--- src/source/periph_pkg.sv ---
`default_nettype none

package periph_pkg;

    // --------------------
    // Bus widths and counts
    // --------------------
    localparam int AddrWidth  = 16;
    localparam int DataWidth  = 32;
    localparam int NumTimers  = 2;
    localparam int NumExtIrq  = 2;
    // Ids 1..2 are the timers, ids 3..4 the external lines
    localparam int NumSources = NumTimers + NumExtIrq;
    localparam int PrioWidth  = 3;
    localparam int SrcIdWidth = 3;

    // --------------------
    // Address map
    // --------------------
    // Region field is paddr[15:12], the slaves see the low 12 bits
    localparam int RegionLsb = 12;
    localparam logic [AddrWidth-RegionLsb-1:0] RegionPlic  = 4'd0;
    localparam logic [AddrWidth-RegionLsb-1:0] RegionTimer = 4'd1;
    localparam logic [DataWidth-1:0] ErrData = 32'hdeadbeef;

    // --------------------
    // PLIC register offsets
    // --------------------
    localparam logic [RegionLsb-1:0] PlicPrioBase     = 12'h000;
    localparam logic [RegionLsb-1:0] PlicPendingOff   = 12'h080;
    localparam logic [RegionLsb-1:0] PlicEnableOff    = 12'h100;
    localparam logic [RegionLsb-1:0] PlicThresholdOff = 12'h200;
    localparam logic [RegionLsb-1:0] PlicClaimOff     = 12'h204;

    // --------------------
    // Timer register offsets
    // --------------------
    localparam logic [RegionLsb-1:0] TimerStride    = 12'h010;
    localparam logic [RegionLsb-1:0] TimerCtrlOff   = 12'h000;
    localparam logic [RegionLsb-1:0] TimerCountOff  = 12'h004;
    localparam logic [RegionLsb-1:0] TimerCmpOff    = 12'h008;
    localparam logic [RegionLsb-1:0] TimerStatusOff = 12'h00c;

endpackage

`default_nettype wire

--- src/source/periph_plic_arbiter.sv ---
`default_nettype none

module periph_plic_arbiter
    import periph_pkg::*;
(
    input  logic [PrioWidth-1:0]  prio_i [NumSources],
    // Pending and enabled
    input  logic [NumSources-1:0] active_i,
    output logic [SrcIdWidth-1:0] best_id_o,
    output logic [PrioWidth-1:0]  best_prio_o
);

    // --------------------
    // Priority search
    // --------------------
    // Strict compare, so on equal priority the lower id stays.
    // Starting from zero also drops sources with priority 0
    always_comb begin
        best_id_o   = '0;
        best_prio_o = '0;
        for (int k = 0; k < NumSources; k++) begin
            if (active_i[k] && (prio_i[k] > best_prio_o)) begin
                best_id_o   = SrcIdWidth'(k + 1);
                best_prio_o = prio_i[k];
            end
        end
    end

endmodule

`default_nettype wire

--- src/source/periph_plic.sv ---
`default_nettype none

module periph_plic
    import periph_pkg::*;
(
    input  logic                  clk_i,
    input  logic                  rst_n_i,
    input  logic                  psel_i,
    input  logic                  penable_i,
    input  logic                  pwrite_i,
    input  logic [RegionLsb-1:0]  paddr_i,
    input  logic [DataWidth-1:0]  pwdata_i,
    output logic [DataWidth-1:0]  prdata_o,
    output logic                  pready_o,
    output logic                  pslverr_o,
    input  logic [NumSources-1:0] irq_src_i,
    output logic                  irq_o
);

    // Bit k of every vector is source id k+1
    logic [PrioWidth-1:0]  prio_q [NumSources];
    logic [NumSources-1:0] enable_q;
    logic [NumSources-1:0] pending_q;
    logic [NumSources-1:0] inserv_q;
    logic [PrioWidth-1:0]  threshold_q;

    logic [SrcIdWidth-1:0] best_id;
    logic [PrioWidth-1:0]  best_prio;

    logic                  access;
    logic                  wr;
    logic [NumSources-1:0] prio_sel;
    logic                  off_pending;
    logic                  off_enable;
    logic                  off_thresh;
    logic                  off_claim;
    logic                  off_ok;
    logic [NumSources-1:0] claim_mask;
    logic [NumSources-1:0] complete_mask;

    assign access = psel_i & penable_i;
    assign wr     = access & pwrite_i;

    // --------------------
    // Offset decode
    // --------------------
    assign off_pending = (paddr_i == PlicPendingOff);
    assign off_enable  = (paddr_i == PlicEnableOff);
    assign off_thresh  = (paddr_i == PlicThresholdOff);
    assign off_claim   = (paddr_i == PlicClaimOff);

    // Claim on read, complete on write of an id
    always_comb begin
        for (int k = 0; k < NumSources; k++) begin
            prio_sel[k]      = (paddr_i == PlicPrioBase + RegionLsb'(4 * (k + 1)));
            claim_mask[k]    = access && !pwrite_i && off_claim &&
                               (best_id == SrcIdWidth'(k + 1));
            complete_mask[k] = wr && off_claim &&
                               (pwdata_i[SrcIdWidth-1:0] == SrcIdWidth'(k + 1));
        end
    end

    // Pending is read-only
    assign off_ok    = (|prio_sel) || off_enable || off_thresh || off_claim ||
                       (off_pending && !pwrite_i);
    assign pready_o  = access;
    assign pslverr_o = access & ~off_ok;

    // --------------------
    // Registers and gateways
    // --------------------
    always_ff @(posedge clk_i) begin
        if (!rst_n_i) begin
            enable_q    <= '0;
            pending_q   <= '0;
            inserv_q    <= '0;
            threshold_q <= '0;
            for (int k = 0; k < NumSources; k++) begin
                prio_q[k] <= '0;
            end
        end else begin
            for (int k = 0; k < NumSources; k++) begin
                if (wr && prio_sel[k]) begin
                    prio_q[k] <= pwdata_i[PrioWidth-1:0];
                end
            end
            if (wr && off_enable) begin
                enable_q <= pwdata_i[NumSources:1];
            end
            if (wr && off_thresh) begin
                threshold_q <= pwdata_i[PrioWidth-1:0];
            end
            // Level gateway, blocked while the source is in service
            pending_q <= (pending_q | (irq_src_i & ~inserv_q)) & ~claim_mask;
            inserv_q  <= (inserv_q | claim_mask) & ~complete_mask;
        end
    end

    periph_plic_arbiter arbiter_inst (
        .prio_i      (prio_q),
        .active_i    (pending_q & enable_q),
        .best_id_o   (best_id),
        .best_prio_o (best_prio)
    );

    assign irq_o = (best_prio > threshold_q);

    // Read data
    always_comb begin
        prdata_o = '0;
        for (int k = 0; k < NumSources; k++) begin
            if (prio_sel[k]) begin
                prdata_o = DataWidth'(prio_q[k]);
            end
        end
        if (off_pending) begin
            prdata_o = DataWidth'({pending_q, 1'b0});
        end else if (off_enable) begin
            prdata_o = DataWidth'({enable_q, 1'b0});
        end else if (off_thresh) begin
            prdata_o = DataWidth'(threshold_q);
        end else if (off_claim) begin
            prdata_o = DataWidth'(best_id);
        end
    end

endmodule

`default_nettype wire

--- src/source/periph_timer.sv ---
`default_nettype none

module periph_timer
    import periph_pkg::*;
(
    input  logic                 clk_i,
    input  logic                 rst_n_i,
    input  logic                 psel_i,
    input  logic                 penable_i,
    input  logic                 pwrite_i,
    input  logic [RegionLsb-1:0] paddr_i,
    input  logic [DataWidth-1:0] pwdata_i,
    output logic [DataWidth-1:0] prdata_o,
    output logic                 pready_o,
    output logic                 pslverr_o,
    output logic [NumTimers-1:0] timer_irq_o
);

    logic [NumTimers-1:0] en_q;
    logic [NumTimers-1:0] status_q;
    logic [DataWidth-1:0] count_q [NumTimers];
    logic [DataWidth-1:0] cmp_q   [NumTimers];

    logic [RegionLsb-1:0] timer_idx;
    logic [RegionLsb-1:0] reg_off;
    logic                 access;
    logic                 wr;
    logic                 off_ok;

    logic [NumTimers-1:0] timer_hit;
    logic [NumTimers-1:0] match;
    logic [NumTimers-1:0] wr_ctrl;
    logic [NumTimers-1:0] wr_count;
    logic [NumTimers-1:0] wr_cmp;
    logic [NumTimers-1:0] wr_status;

    assign timer_idx = paddr_i / TimerStride;
    assign reg_off   = paddr_i % TimerStride;
    assign access    = psel_i & penable_i;
    assign wr        = access & pwrite_i;

    assign off_ok = (timer_idx < RegionLsb'(NumTimers)) &&
                    ((reg_off == TimerCtrlOff) || (reg_off == TimerCountOff) ||
                     (reg_off == TimerCmpOff)  || (reg_off == TimerStatusOff));

    assign pready_o    = access;
    assign pslverr_o   = access & ~off_ok;
    assign timer_irq_o = status_q;

    // Per-timer decode and compare match
    always_comb begin
        for (int i = 0; i < NumTimers; i++) begin
            timer_hit[i] = (timer_idx == RegionLsb'(i));
            match[i]     = en_q[i] && (count_q[i] == cmp_q[i]);
            wr_ctrl[i]   = wr && timer_hit[i] && (reg_off == TimerCtrlOff);
            wr_count[i]  = wr && timer_hit[i] && (reg_off == TimerCountOff);
            wr_cmp[i]    = wr && timer_hit[i] && (reg_off == TimerCmpOff);
            wr_status[i] = wr && timer_hit[i] && (reg_off == TimerStatusOff);
        end
    end

    // --------------------
    // Timer registers
    // --------------------
    always_ff @(posedge clk_i) begin
        if (!rst_n_i) begin
            en_q     <= '0;
            status_q <= '0;
            for (int i = 0; i < NumTimers; i++) begin
                count_q[i] <= '0;
                cmp_q[i]   <= '0;
            end
        end else begin
            for (int i = 0; i < NumTimers; i++) begin
                if (wr_ctrl[i]) begin
                    en_q[i] <= pwdata_i[0];
                end
                if (wr_cmp[i]) begin
                    cmp_q[i] <= pwdata_i;
                end
                // A bus load beats the wrap on match
                if (wr_count[i]) begin
                    count_q[i] <= pwdata_i;
                end else if (match[i]) begin
                    count_q[i] <= '0;
                end else if (en_q[i]) begin
                    count_q[i] <= count_q[i] + 1'b1;
                end
                // Sticky, a new match wins over write-one-to-clear
                if (match[i]) begin
                    status_q[i] <= 1'b1;
                end else if (wr_status[i] && pwdata_i[0]) begin
                    status_q[i] <= 1'b0;
                end
            end
        end
    end

    // Read data
    always_comb begin
        prdata_o = '0;
        for (int i = 0; i < NumTimers; i++) begin
            if (timer_hit[i]) begin
                case (reg_off)
                    TimerCtrlOff:   prdata_o = DataWidth'(en_q[i]);
                    TimerCountOff:  prdata_o = count_q[i];
                    TimerCmpOff:    prdata_o = cmp_q[i];
                    TimerStatusOff: prdata_o = DataWidth'(status_q[i]);
                    default:        prdata_o = '0;
                endcase
            end
        end
    end

endmodule

`default_nettype wire

--- src/source/periph_apb_demux.sv ---
`default_nettype none

module periph_apb_demux
    import periph_pkg::*;
(
    input  logic                 clk_i,
    input  logic                 rst_n_i,
    // Master side
    input  logic                 psel_i,
    input  logic                 penable_i,
    input  logic                 pwrite_i,
    input  logic [AddrWidth-1:0] paddr_i,
    input  logic [DataWidth-1:0] pwdata_i,
    output logic [DataWidth-1:0] prdata_o,
    output logic                 pready_o,
    output logic                 pslverr_o,
    // Slave side
    output logic                 plic_psel_o,
    output logic                 timer_psel_o,
    output logic                 slv_penable_o,
    output logic                 slv_pwrite_o,
    output logic [RegionLsb-1:0] slv_paddr_o,
    output logic [DataWidth-1:0] slv_pwdata_o,
    input  logic [DataWidth-1:0] plic_prdata_i,
    input  logic [DataWidth-1:0] timer_prdata_i,
    input  logic                 plic_pready_i,
    input  logic                 timer_pready_i,
    input  logic                 plic_pslverr_i,
    input  logic                 timer_pslverr_i
);

    logic [AddrWidth-RegionLsb-1:0] region;
    logic                           hit_plic;
    logic                           hit_timer;
    logic                           access;

    assign region    = paddr_i[AddrWidth-1:RegionLsb];
    assign hit_plic  = (region == RegionPlic);
    assign hit_timer = (region == RegionTimer);
    assign access    = psel_i & penable_i;

    // --------------------
    // Request routing
    // --------------------
    assign plic_psel_o   = psel_i & hit_plic;
    assign timer_psel_o  = psel_i & hit_timer;
    assign slv_penable_o = penable_i;
    assign slv_pwrite_o  = pwrite_i;
    assign slv_paddr_o   = paddr_i[RegionLsb-1:0];
    assign slv_pwdata_o  = pwdata_i;

    // --------------------
    // Response mux
    // --------------------
    always_comb begin
        if (hit_plic) begin
            prdata_o  = plic_prdata_i;
            pready_o  = plic_pready_i;
            pslverr_o = plic_pslverr_i;
        end else if (hit_timer) begin
            prdata_o  = timer_prdata_i;
            pready_o  = timer_pready_i;
            pslverr_o = timer_pslverr_i;
        end else begin
            // Unmapped region answers on its own
            prdata_o  = ErrData;
            pready_o  = access;
            pslverr_o = access;
        end
    end

endmodule

`default_nettype wire

--- src/source/periph_top.sv ---
`default_nettype none

module periph_top
    import periph_pkg::*;
(
    input  logic                 clk_i,
    input  logic                 rst_n_i,
    input  logic                 psel_i,
    input  logic                 penable_i,
    input  logic                 pwrite_i,
    input  logic [AddrWidth-1:0] paddr_i,
    input  logic [DataWidth-1:0] pwdata_i,
    output logic [DataWidth-1:0] prdata_o,
    output logic                 pready_o,
    output logic                 pslverr_o,
    input  logic [NumExtIrq-1:0] irq_ext_i,
    output logic                 irq_o
);

    // Shared slave side of the bus
    logic                 slv_penable;
    logic                 slv_pwrite;
    logic [RegionLsb-1:0] slv_paddr;
    logic [DataWidth-1:0] slv_pwdata;

    logic                 plic_psel;
    logic [DataWidth-1:0] plic_prdata;
    logic                 plic_pready;
    logic                 plic_pslverr;

    logic                 timer_psel;
    logic [DataWidth-1:0] timer_prdata;
    logic                 timer_pready;
    logic                 timer_pslverr;

    logic [NumTimers-1:0] timer_irq;

    periph_apb_demux demux_inst (
        .clk_i           (clk_i),
        .rst_n_i         (rst_n_i),
        .psel_i          (psel_i),
        .penable_i       (penable_i),
        .pwrite_i        (pwrite_i),
        .paddr_i         (paddr_i),
        .pwdata_i        (pwdata_i),
        .prdata_o        (prdata_o),
        .pready_o        (pready_o),
        .pslverr_o       (pslverr_o),
        .plic_psel_o     (plic_psel),
        .timer_psel_o    (timer_psel),
        .slv_penable_o   (slv_penable),
        .slv_pwrite_o    (slv_pwrite),
        .slv_paddr_o     (slv_paddr),
        .slv_pwdata_o    (slv_pwdata),
        .plic_prdata_i   (plic_prdata),
        .timer_prdata_i  (timer_prdata),
        .plic_pready_i   (plic_pready),
        .timer_pready_i  (timer_pready),
        .plic_pslverr_i  (plic_pslverr),
        .timer_pslverr_i (timer_pslverr)
    );

    // Sources 1..2 are the timers, 3..4 the external lines
    periph_plic plic_inst (
        .clk_i     (clk_i),
        .rst_n_i   (rst_n_i),
        .psel_i    (plic_psel),
        .penable_i (slv_penable),
        .pwrite_i  (slv_pwrite),
        .paddr_i   (slv_paddr),
        .pwdata_i  (slv_pwdata),
        .prdata_o  (plic_prdata),
        .pready_o  (plic_pready),
        .pslverr_o (plic_pslverr),
        .irq_src_i ({irq_ext_i, timer_irq}),
        .irq_o     (irq_o)
    );

    periph_timer timer_inst (
        .clk_i       (clk_i),
        .rst_n_i     (rst_n_i),
        .psel_i      (timer_psel),
        .penable_i   (slv_penable),
        .pwrite_i    (slv_pwrite),
        .paddr_i     (slv_paddr),
        .pwdata_i    (slv_pwdata),
        .prdata_o    (timer_prdata),
        .pready_o    (timer_pready),
        .pslverr_o   (timer_pslverr),
        .timer_irq_o (timer_irq)
    );

endmodule

`default_nettype wire

--- config.mk ---
export PLATFORM = sky130hd
export DESIGN_NAME = periph_top
export DESIGN_NICKNAME = d
export VERILOG_FILES = /design/src/source/periph_pkg.sv /design/src/source/periph_plic_arbiter.sv /design/src/source/periph_plic.sv /design/src/source/periph_timer.sv /design/src/source/periph_apb_demux.sv /design/src/source/periph_top.sv
export SDC_FILE = /design/constraint.sdc
export NUM_CORES = 1
export LEC_CHECK = 0
export ABC_CLOCK_PERIOD_IN_PS = 11900
export BUFFER_PORTS_ARGS = -buffer_cell sky130_fd_sc_hd__buf_2
export CAP_MARGIN = 20
export CELL_PAD_IN_SITES_DETAIL_PLACEMENT = 2
export CELL_PAD_IN_SITES_GLOBAL_PLACEMENT = 2
export CORE_AREA = 2 2 158 160
export DETAILED_ROUTE_END_ITERATION = 6
export DIE_AREA = 0 0 160 162
export PLACE_DENSITY = 0.88
export SYNTH_ARGS = -nofsm -noshare
export SYNTH_HDL_FRONTEND = slang
export SYNTH_SLANG_ARGS = --single-unit
--- constraint.sdc ---
create_clock -name clk_i -period 11.9 [get_ports clk_i]
set_clock_uncertainty 0.05 [all_clocks]
set_input_delay 0.595 -clock clk_i [delete_from_list [all_inputs] [get_ports clk_i]]
set_output_delay 0.595 -clock clk_i [all_outputs]
set_load 0.02 [all_outputs]
# Word-level counts from Yosys, hierarchy flattened
# Memory sizes are Yosys's and may differ from the RTL's.
# Index checks and enable logic that the tools add are counted.
# totals
register_bits	31
mem_bits_rw	128
in_bits	55
n_memories	2
# memory_table
memory	words	word_bits	read_ports	rd_clocked_by_memory_dff	wr	line_no	text
timer_inst.cmp_q	2	32	2	0	2	periph_timer.sv:22	logic [DataWidth-1:0] cmp_q [NumTimers];
timer_inst.count_q	2	32	2	0	2	periph_timer.sv:21	logic [DataWidth-1:0] count_q [NumTimers];
# classes
add_sub_neg	2
n_lt_le_gt_ge	6
eq_ne	23
n_mux	69
n_bitwise	28
reduce_logical	51
# ops
cell	count
32-bit 2-to-1 mux	15
32-bit case mux with 4 select lines	2
32-bit by 1-bit adder with 32-bit output, second input constant	2
32-bit equality test	2
1-bit 2-to-1 mux	40
1-bit logical AND	37
3-bit 2-to-1 mux	12
12-bit by 10-bit equality test with 1-bit output, second input constant	2
12-bit by 4-bit equality test with 1-bit output, second input constant	2
12-bit logical NOT	2
4-bit bitwise AND	4
12-bit by 3-bit equality test with 1-bit output, second input constant	1
12-bit by 5-bit equality test with 1-bit output, second input constant	1
12-bit by 8-bit equality test with 1-bit output, second input constant	1
12-bit by 9-bit equality test with 1-bit output, second input constant	1
3-bit by 2-bit equality test with 1-bit output, second input constant	4
3-bit > comparator	4
4-bit NOT	3
1-bit bitwise AND	9
4-bit equality test, second input constant	2
8-bit by 1-bit equality test with 1-bit output, second input constant	1
8-bit by 2-bit < comparator with 1-bit output, second input constant	1
1-bit OR	8
4-bit OR	2
11 further kinds	21

# Longest topological paths before layout
# Gate-level depths: netlist of run 1.
# logic_depth
ltp_word	17
mapped_depth	23
ltp_nobuf	22

# Hierarchy
# From an unflattened synthesis of run 1, not the netlist that was laid out.
# hier_totals
cells_unflattened	1176
area_unflattened_um2	11293.3
# modules_own_cells
module	instances	cells_each	area_per_inst_um2
periph_timer	1	774	8116.5
periph_plic	1	223	1878.1
periph_apb_demux	1	126	908.4
periph_plic_arbiter	1	53	390.4

# Worst setup path before layout of run 1
# No wires, ideal clock.
# synth_timing
path_type	register -> output
start	register plic_inst.enable_q[0]
end	output irq_o
arrival_ps	5334
slack_ps	5921
path_stages_with_launch	20
path_cell_list	dfxtp_1 -> nand3_1 -> ha_1 -> nor2b_1 -> o31ai_1 -> mux2_2 -> ha_1 -> nor2b_1 -> o31ai_1 -> mux2_2 -> ha_1 -> nor2b_1 -> o311ai_0 -> a311oi_1 -> clkbuf_1 -> o21ai_0 -> ha_1 -> a21o_1 -> a21oi_1 -> a31oi_1
# synth_via
elab_chain_cells	13
# synth_lines
item	line_no	text
start, declared	periph_plic.sv:22	logic [NumSources-1:0] enable_q;
start signal, assigned	periph_plic.sv:88	enable_q <= pwdata_i[NumSources:1];
4-bit bitwise AND (*)	periph_plic.sv:101	.active_i (pending_q & enable_q),
1-bit logical AND (*)	periph_plic_arbiter.sv:22	if (active_i[k] && (prio_i[k] > best_prio_o)) begin
3-bit 2-to-1 mux (*)	periph_plic_arbiter.sv:22	
3-bit > comparator	periph_plic_arbiter.sv:22	
1-bit logical AND	periph_plic_arbiter.sv:22	
3-bit 2-to-1 mux (*)	periph_plic_arbiter.sv:22	
3-bit > comparator	periph_plic_arbiter.sv:22	
1-bit logical AND	periph_plic_arbiter.sv:22	
3-bit 2-to-1 mux (*)	periph_plic_arbiter.sv:22	
3-bit > comparator	periph_plic_arbiter.sv:22	
1-bit logical AND	periph_plic_arbiter.sv:22	
3-bit 2-to-1 mux (*)	periph_plic_arbiter.sv:22	
3-bit > comparator (*)	periph_plic.sv:106	assign irq_o = (best_prio > threshold_q);
end, declared	periph_top.sv:17	output logic irq_o
# Mark *: on every way between the ends. The rest lies on a longest branch, timed or not.

# Worst setup path in the final report of run 1
# Same ends and word-level chain as after synthesis.

==> flow_summary.yaml, run 1 <==
worst_setup_path:
  crit_type: "reg -> out"
  cp-start-kind: "flip-flop"
  worst_path_max_delay_cell: "o31ai_1"
  path_cells: "nand3_1 -> ha_1 -> nor2b_1 -> o31ai_1 -> mux2_2 -> ha_1 -> o211ai_1 -> a31oi_1 -> o31ai_1 -> buf_2 -> mux2_2 -> ha_1 -> nor2b_1 -> o311ai_0 -> a311oi_1 -> buf_4 -> nand2_1 -> o21ai_0 -> ha_1 -> a21o_1 -> a21oi_1 -> a31oi_1 -> buf_2"
  slowest_delay_ns: 0.75
  cp_max_fo: 13
  r2r_slack_ns: 6.61
  critPathMostFrequentCell: "ha_1"
  endpoint_kind: "output port"
  cp.required_ns: 11.26
  worstPathArrival_ns: 5.97
routing:
  via_count: 9211
  drt_wl_total_mm: 42.9
  drc: 0
  vias_per_cell: 6.46
  wl_per_cell_microns: 30.0
  drtIter0Drc: 882
  drt_first_pass_iters: 6
  antenna_left: 0
place:
  hpwl_mm: 28.6
  io_buffers: 89
  place.gp.congestion: 0.927
final_layout:
  fin_util: 0.465
  num-nets-final: 1159
  final_common_cell: "nand2_1"
  syn_to_final_growth_pct: 13.9
  fillCellCount: 2597
  num_antenna_cells: 0
  final_cell_mix: "nand2_1 (144), edfxtp_1 (128), o21ai_0 (95)"
  drive_above_1_share: 0.157
run_status:
  outcome: "completed"
logic_synthesis:
  yosysTopAreaCellShare: 0.390
  synth_area_leader_cell: "edfxtp_1"
  synth-edff-count: 128
  syn_avg_cell_area_sq_um: 9.63
  yosysWarnings: 0
  ys_seq_area_frac: 0.454
  ys_ff_latch: 159
  syn_area_sq_um: 9840
  synth_nets: 1091
  synth_cell_types: 72
  synth_flop_cell: "edfxtp_1"
  async_flop_share: 0
  syn_inst: 1022
  ys_top_cells_by_area: "edfxtp_1 (39%), dfxtp_1 (6.3%), xor2_1 (5.8%)"
floorplanning:
  initial_core_util: 0.408
  die_area_sq_um: 25900
  io_pins: 90
  chipHeight_microns: 162
  core_area_sq_um: 24100
  die_w_microns: 160
  row_count: 57
clock_tree:
  cts_sinks: 159
  cts_tree: "yes"
  cts_root_buf: "clkbuf_16"
  post_cts_resize_count: 0
  clkLatencyLatePin_ns: 0.47
  postCtsHoldBufs: 0
  path_clk_slew_ns: 0.07
  numCtsBuffers: 17
  htree_levels: 4
  ctsLongestPathBuffers: 2
  postCtsSetupRepairBufs: 0
sta:
  min_period_ns: 6.62
  tightestPinTransition_ns: 1.18
  whs_ns: 0.380
  fmax_mhz: 151
  rsz0062_at_grt: "no"
  fin_tns_setup_ns: 0
  finalCritPeriodShare: 0.556
  hold_viol: 0
  maxSlewHeadroom: 0.208
  finalSetupViolations: 0
  maxSlewViolCount: 0
hold_path:
  hp-class: "in -> reg"
global_routing:
  grt_antenna_before_repair: 0
  grt_max_degree: 36
  grt_pass1_wl_mm: 64.5
  grt_usage: 0.335
  overflow: 0
  grt_pass1_vias: 10031
power_and_ir_drop:
  power_density_nw_per_um2: 121
  finalPower_uw: 1360
  p_leak_uw: 0.00362
  ir_worst_vdd_uv: 138
flow_run:
  drv_cap: 0
-- layer usage --
metal	track usage	wire, microns	up-vias
met4	0.182	2300	0
met5	0	0	-
met3	0.0705	2860	128
li1	-	-	3901
met2	0.579	21200	488
met1	0.391	16500	4694
-- final timing paths --
| kind | start | endpoint | cells past startpoint |
|---|---|---|---|
| setup / recovery | plic_inst.enable_q[0]$_SDFFE_PN0P_ | irq_o | 23 |
| hold / removal | irq_ext_i[0] | plic_inst.pending_q[2]$_SDFF_PN0_ | 3 |
| setup reg to reg | plic_inst.enable_q[0]$_SDFFE_PN0P_ | plic_inst.inserv_q[0]$_SDFF_PN0_ | 18 |
| hold reg to reg | plic_inst.prio_q[6]$_SDFFE_PN0P_ | plic_inst.prio_q[6]$_SDFFE_PN0P_ | 2 |
-- cells in the mapped netlist, drive strengths merged, types with 14 or more instances --
library cell and count:
a21oi 35, nand2 144, xnor2 59, nand3 34
nand4 28, a221oi 20, nor2 50, clkbuf 44
nor4 20, and2 33, inv 25, dfxtp 31
buf 18, edfxtp 128, o21ai 100, nor3 26
a22o 19, ha 14, xor2 65
-- kinds of logic after synthesis --
group	synth area share
muxes	0.0225
DFF	0.454
AOI/OAI and AO/OA	0.156
adders and majority gates	0.0178
buffers and inverters	0.0380
and+or+nand+nor	0.202
xor gates and xnor gates	0.110
-- sequential cells by signal, summed over array words and instances (netlist names) --
name                    cells
timer_inst.cmp_q           64
timer_inst.count_q         64
plic_inst.prio_q           12
plic_inst.enable_q          4
plic_inst.inserv_q          4
plic_inst.pending_q         4
plic_inst.threshold_q       3
timer_inst.en_q             2
timer_inst.timer_irq_o      2
-- worst max-delay path, delay by kind of cell (launching register included) --
family | cells | cell delay [ns]
compound gates | 10 | 2.03
fa+ha+maj | 4 | 1.08
buf+inv | 3 | 0.68
flops | 1 | 0.46
mux | 2 | 0.84
simple gates | 4 | 0.45
-- cell type report --
cell class	count	area (sq um)	area share
inverter	25	93.8	0.00837
clock inverter	14	196	0.0175
clock buffer	17	425	0.0379
timing repair buffer	111	603	0.0538
tap	324	405	0.0362
multi-input combinational	776	5020	0.448
sequential	159	4460	0.398
-- stage by stage --
stage	instance area, sq um	std cells	setup slack, ns
2_1_floorplan	9840	1022	5.92
3_3_place_gp	10600	1392	5.71
3_5_place_dp	10600	1392	5.41
4_1_cts	11200	1423	4.87
5_1_grt	11200	1426	4.76
6_report	11200	1426	5.28
-- where the power goes --
group / total, uW / switching (uW) / internal (uW)
registers: 646 / 27.7 / 618
logic: 102 / 69.8 / 32.0
clock network: 613 / 276 / 338
(Power assumes the default switching activity.)
==> run 2: changes to the inputs <==
--- a/config.mk
+++ b/config.mk
@@ -5,15 +5,15 @@
 export SDC_FILE = /design/constraint.sdc
 export NUM_CORES = 1
 export LEC_CHECK = 0
-export ABC_CLOCK_PERIOD_IN_PS = 11900
+export ABC_CLOCK_PERIOD_IN_PS = 6300
 export BUFFER_PORTS_ARGS = -buffer_cell sky130_fd_sc_hd__buf_2
 export CAP_MARGIN = 20
 export CELL_PAD_IN_SITES_DETAIL_PLACEMENT = 2
 export CELL_PAD_IN_SITES_GLOBAL_PLACEMENT = 2
-export CORE_AREA = 2 2 158 160
+export CORE_AREA = 2 2 162 164
 export DETAILED_ROUTE_END_ITERATION = 6
-export DIE_AREA = 0 0 160 162
-export PLACE_DENSITY = 0.88
+export DIE_AREA = 0 0 164 166
+export PLACE_DENSITY = 0.84
 export SYNTH_ARGS = -nofsm -noshare
 export SYNTH_HDL_FRONTEND = slang
 export SYNTH_SLANG_ARGS = --single-unit
==> constraint.sdc (replaced) <==
create_clock -name clk_i -period 6.3 [get_ports clk_i]
set_clock_uncertainty 0.05 [all_clocks]
set_input_delay 0.315 -clock clk_i [delete_from_list [all_inputs] [get_ports clk_i]]
set_output_delay 0.315 -clock clk_i [all_outputs]
set_load 0.02 [all_outputs]
==> flow_summary.yaml, run 2 (same netlist as run 1, synthesis figures left out) <==
power_and_ir_drop:
  ir_worst_vdd_uv: 169
  power.switching_uw: 693
  combPwrFrac: 0.076
  p_leak_uw: 0.00362
  pwr-share-seq: 0.483
  clkPwrFrac: 0.441
  intPower_uw: 1830
  power_density_nw_per_um2: 224
  swShare: 0.275
floorplanning:
  die_area_sq_um: 27200
  chipHeight_microns: 166
  io_pins: 90
  die_w_microns: 164
  initial_core_util: 0.384
  row_count: 59
  core_area_sq_um: 25600
routing:
  drtIter0Drc: 786
  wl_per_cell_microns: 28.8
  via_count: 9120
  vias_per_cell: 6.34
  drt_wl_total_mm: 41.5
  antenna_left: 0
  drt_first_pass_iters: 6
  drc: 0
clock_tree:
  cts_sinks: 159
  ctsLongestPathBuffers: 2
  cts_root_buf: "clkbuf_16"
  cts_tree: "yes"
  postCtsSetupRepairBufs: 0
  postCtsHoldBufs: 0
  htree_levels: 4
  post_cts_resize_count: 0
  numCtsBuffers: 17
  clkLatencyLatePin_ns: 0.45
  path_clk_slew_ns: 0.08
worst_setup_path:
  endpoint_kind: "output port"
  cp_max_fo: 13
  cp.required_ns: 5.93
  path_delay_family: "compound AO/OA/AOI/OAI gates"
  worstPathArrival_ns: 5.50
  worst_path_max_delay_cell: "dfxtp_1"
  critPathMostFrequentCell: "ha_1"
  path_cells: "nand3_1 -> ha_1 -> o211ai_1 -> a31oi_1 -> o31ai_1 -> buf_4 -> mux2_2 -> ha_1 -> nor2b_1 -> o31ai_4 -> nor2_1 -> a21o_1 -> ha_1 -> nor2b_1 -> o311ai_0 -> a311oi_1 -> buf_4 -> mux2i_1 -> ha_1 -> inv_1 -> a21o_1 -> a21oi_1 -> a31oi_1 -> buf_2"
  crit_buf_inv: 4
  slowest_delay_ns: 0.48
  cp-start-kind: "flip-flop"
  crit_type: "reg -> out"
sta:
  hold_viol: 0
  maxSlewHeadroom: 0.256
  tightestPinTransition_ns: 1.12
  finalCritPeriodShare: 0.931
  fin_tns_setup_ns: 0
  whs_ns: 0.132
  min_period_ns: 5.86
  fmax_mhz: 171
  maxSlewViolCount: 0
  finalSetupViolations: 0
  rsz0062_at_grt: "no"
global_routing:
  met3_usage: 0.0574
  grt_pass1_vias: 9802
  grt_use_met1: 0.371
  gr-usage-met2: 0.530
  grt_usage: 0.307
  grt.busiest_layer: "met2"
  overflow: 0
  grt_pass1_wl_mm: 62.4
  grt_antenna_before_repair: 1
  grt_max_degree: 33
place:
  place.gp.congestion: 0.923
  dp.cells: 1404
  io_buffers: 89
  hpwl_mm: 29.0
  placed_area_sq_um: 10600
flow_run:
  drv_cap: 0
final_layout:
  final_cell_mix: "nand2_1 (144), edfxtp_1 (128), o21ai_0 (95)"
  stdcell_area_sq_um: 11200
  drive_above_1_share: 0.159
  fin_util: 0.439
  num-nets-final: 1159
  final_common_cell: "nand2_1"
  syn_to_final_growth_pct: 14.2
  reg_top3: "timer_inst.cmp_q (64), timer_inst.count_q (64), plic_inst.prio_q (12)"
  layout.cells.non_filler: 1439
run_status:
  outcome: "completed"
hold_path:
  hp-class: "in -> reg"
## run 2: layout make-up
| class | count | area (sq um) |
|---|---|---|
| Antenna cell | 1 | 2.50 |
| Clock buffer | 18 | 429 |
| Clock inverter | 14 | 171 |
| Fill cell | 2794 | 14400 |
| Inverter | 25 | 93.8 |
| Multi-Input combinational cell | 776 | 5050 |
| Sequential cell | 159 | 4460 |
| Tap cell | 335 | 419 |
| Timing Repair Buffer | 111 | 608 |
## run 2: per-stage QoR
stage	power [uW]	worst slack, ns
floorplan	1320	0.601
global placement	1410	0.796
detailed placement	1430	0.502
CTS	2520	0.0262
global route	2570	0.126
finish	2520	0.437
## run 2: path summary, 6_finish.rpt
kind / from / end / slack [ns] / cells after the start
setup / recovery: plic_inst.enable_q[0]$_SDFFE_PN0P_ / irq_o / 0.44 / 24
hold / removal: pwdata_i[13] / timer_inst.count_q[1][13]$_DFFE_PP_ / 0.13 / 3
setup reg to reg: plic_inst.enable_q[0]$_SDFFE_PN0P_ / plic_inst.inserv_q[0]$_SDFF_PN0_ / 1.29 / 19
hold reg to reg: plic_inst.prio_q[8]$_SDFFE_PN0P_ / plic_inst.prio_q[8]$_SDFFE_PN0P_ / 0.44 / 2
## run 2: power groups by stage
stage / combinational [uW] / clock [uW] / sequential (uW)
after floorplan: 101 / 0 / 1220
after global placement: 182 / 0 / 1230
after detailed placement: 187 / 0 / 1240
after CTS: 190 / 1110 / 1220
after global routing: 202 / 1150 / 1220
final: 192 / 1110 / 1220
## run 2: worst reg2reg max path: stages, from the launching register on
cell      delay, ns
dfxtp_1        0.48
nand3_1        0.19
ha_1           0.33
o211ai_1       0.18
a31oi_1        0.07
o31ai_1        0.08
buf_4          0.20
mux2_2         0.35
ha_1           0.29
nor2b_1        0.17
o31ai_4        0.36
nor2_1         0.10
a21o_1         0.21
ha_1           0.29
nor2b_1        0.13
o311ai_0       0.29
a311oi_1       0.10
buf_4          0.20
nor4b_1        0.59
o221a_1        0.29
## run 2: routing by layer
metal / share of wire / vias up
met5: 0 / -
met4: 0.041 / 0
met3: 0.062 / 116
met2: 0.51 / 422
met1: 0.39 / 4673
li1: - / 3909
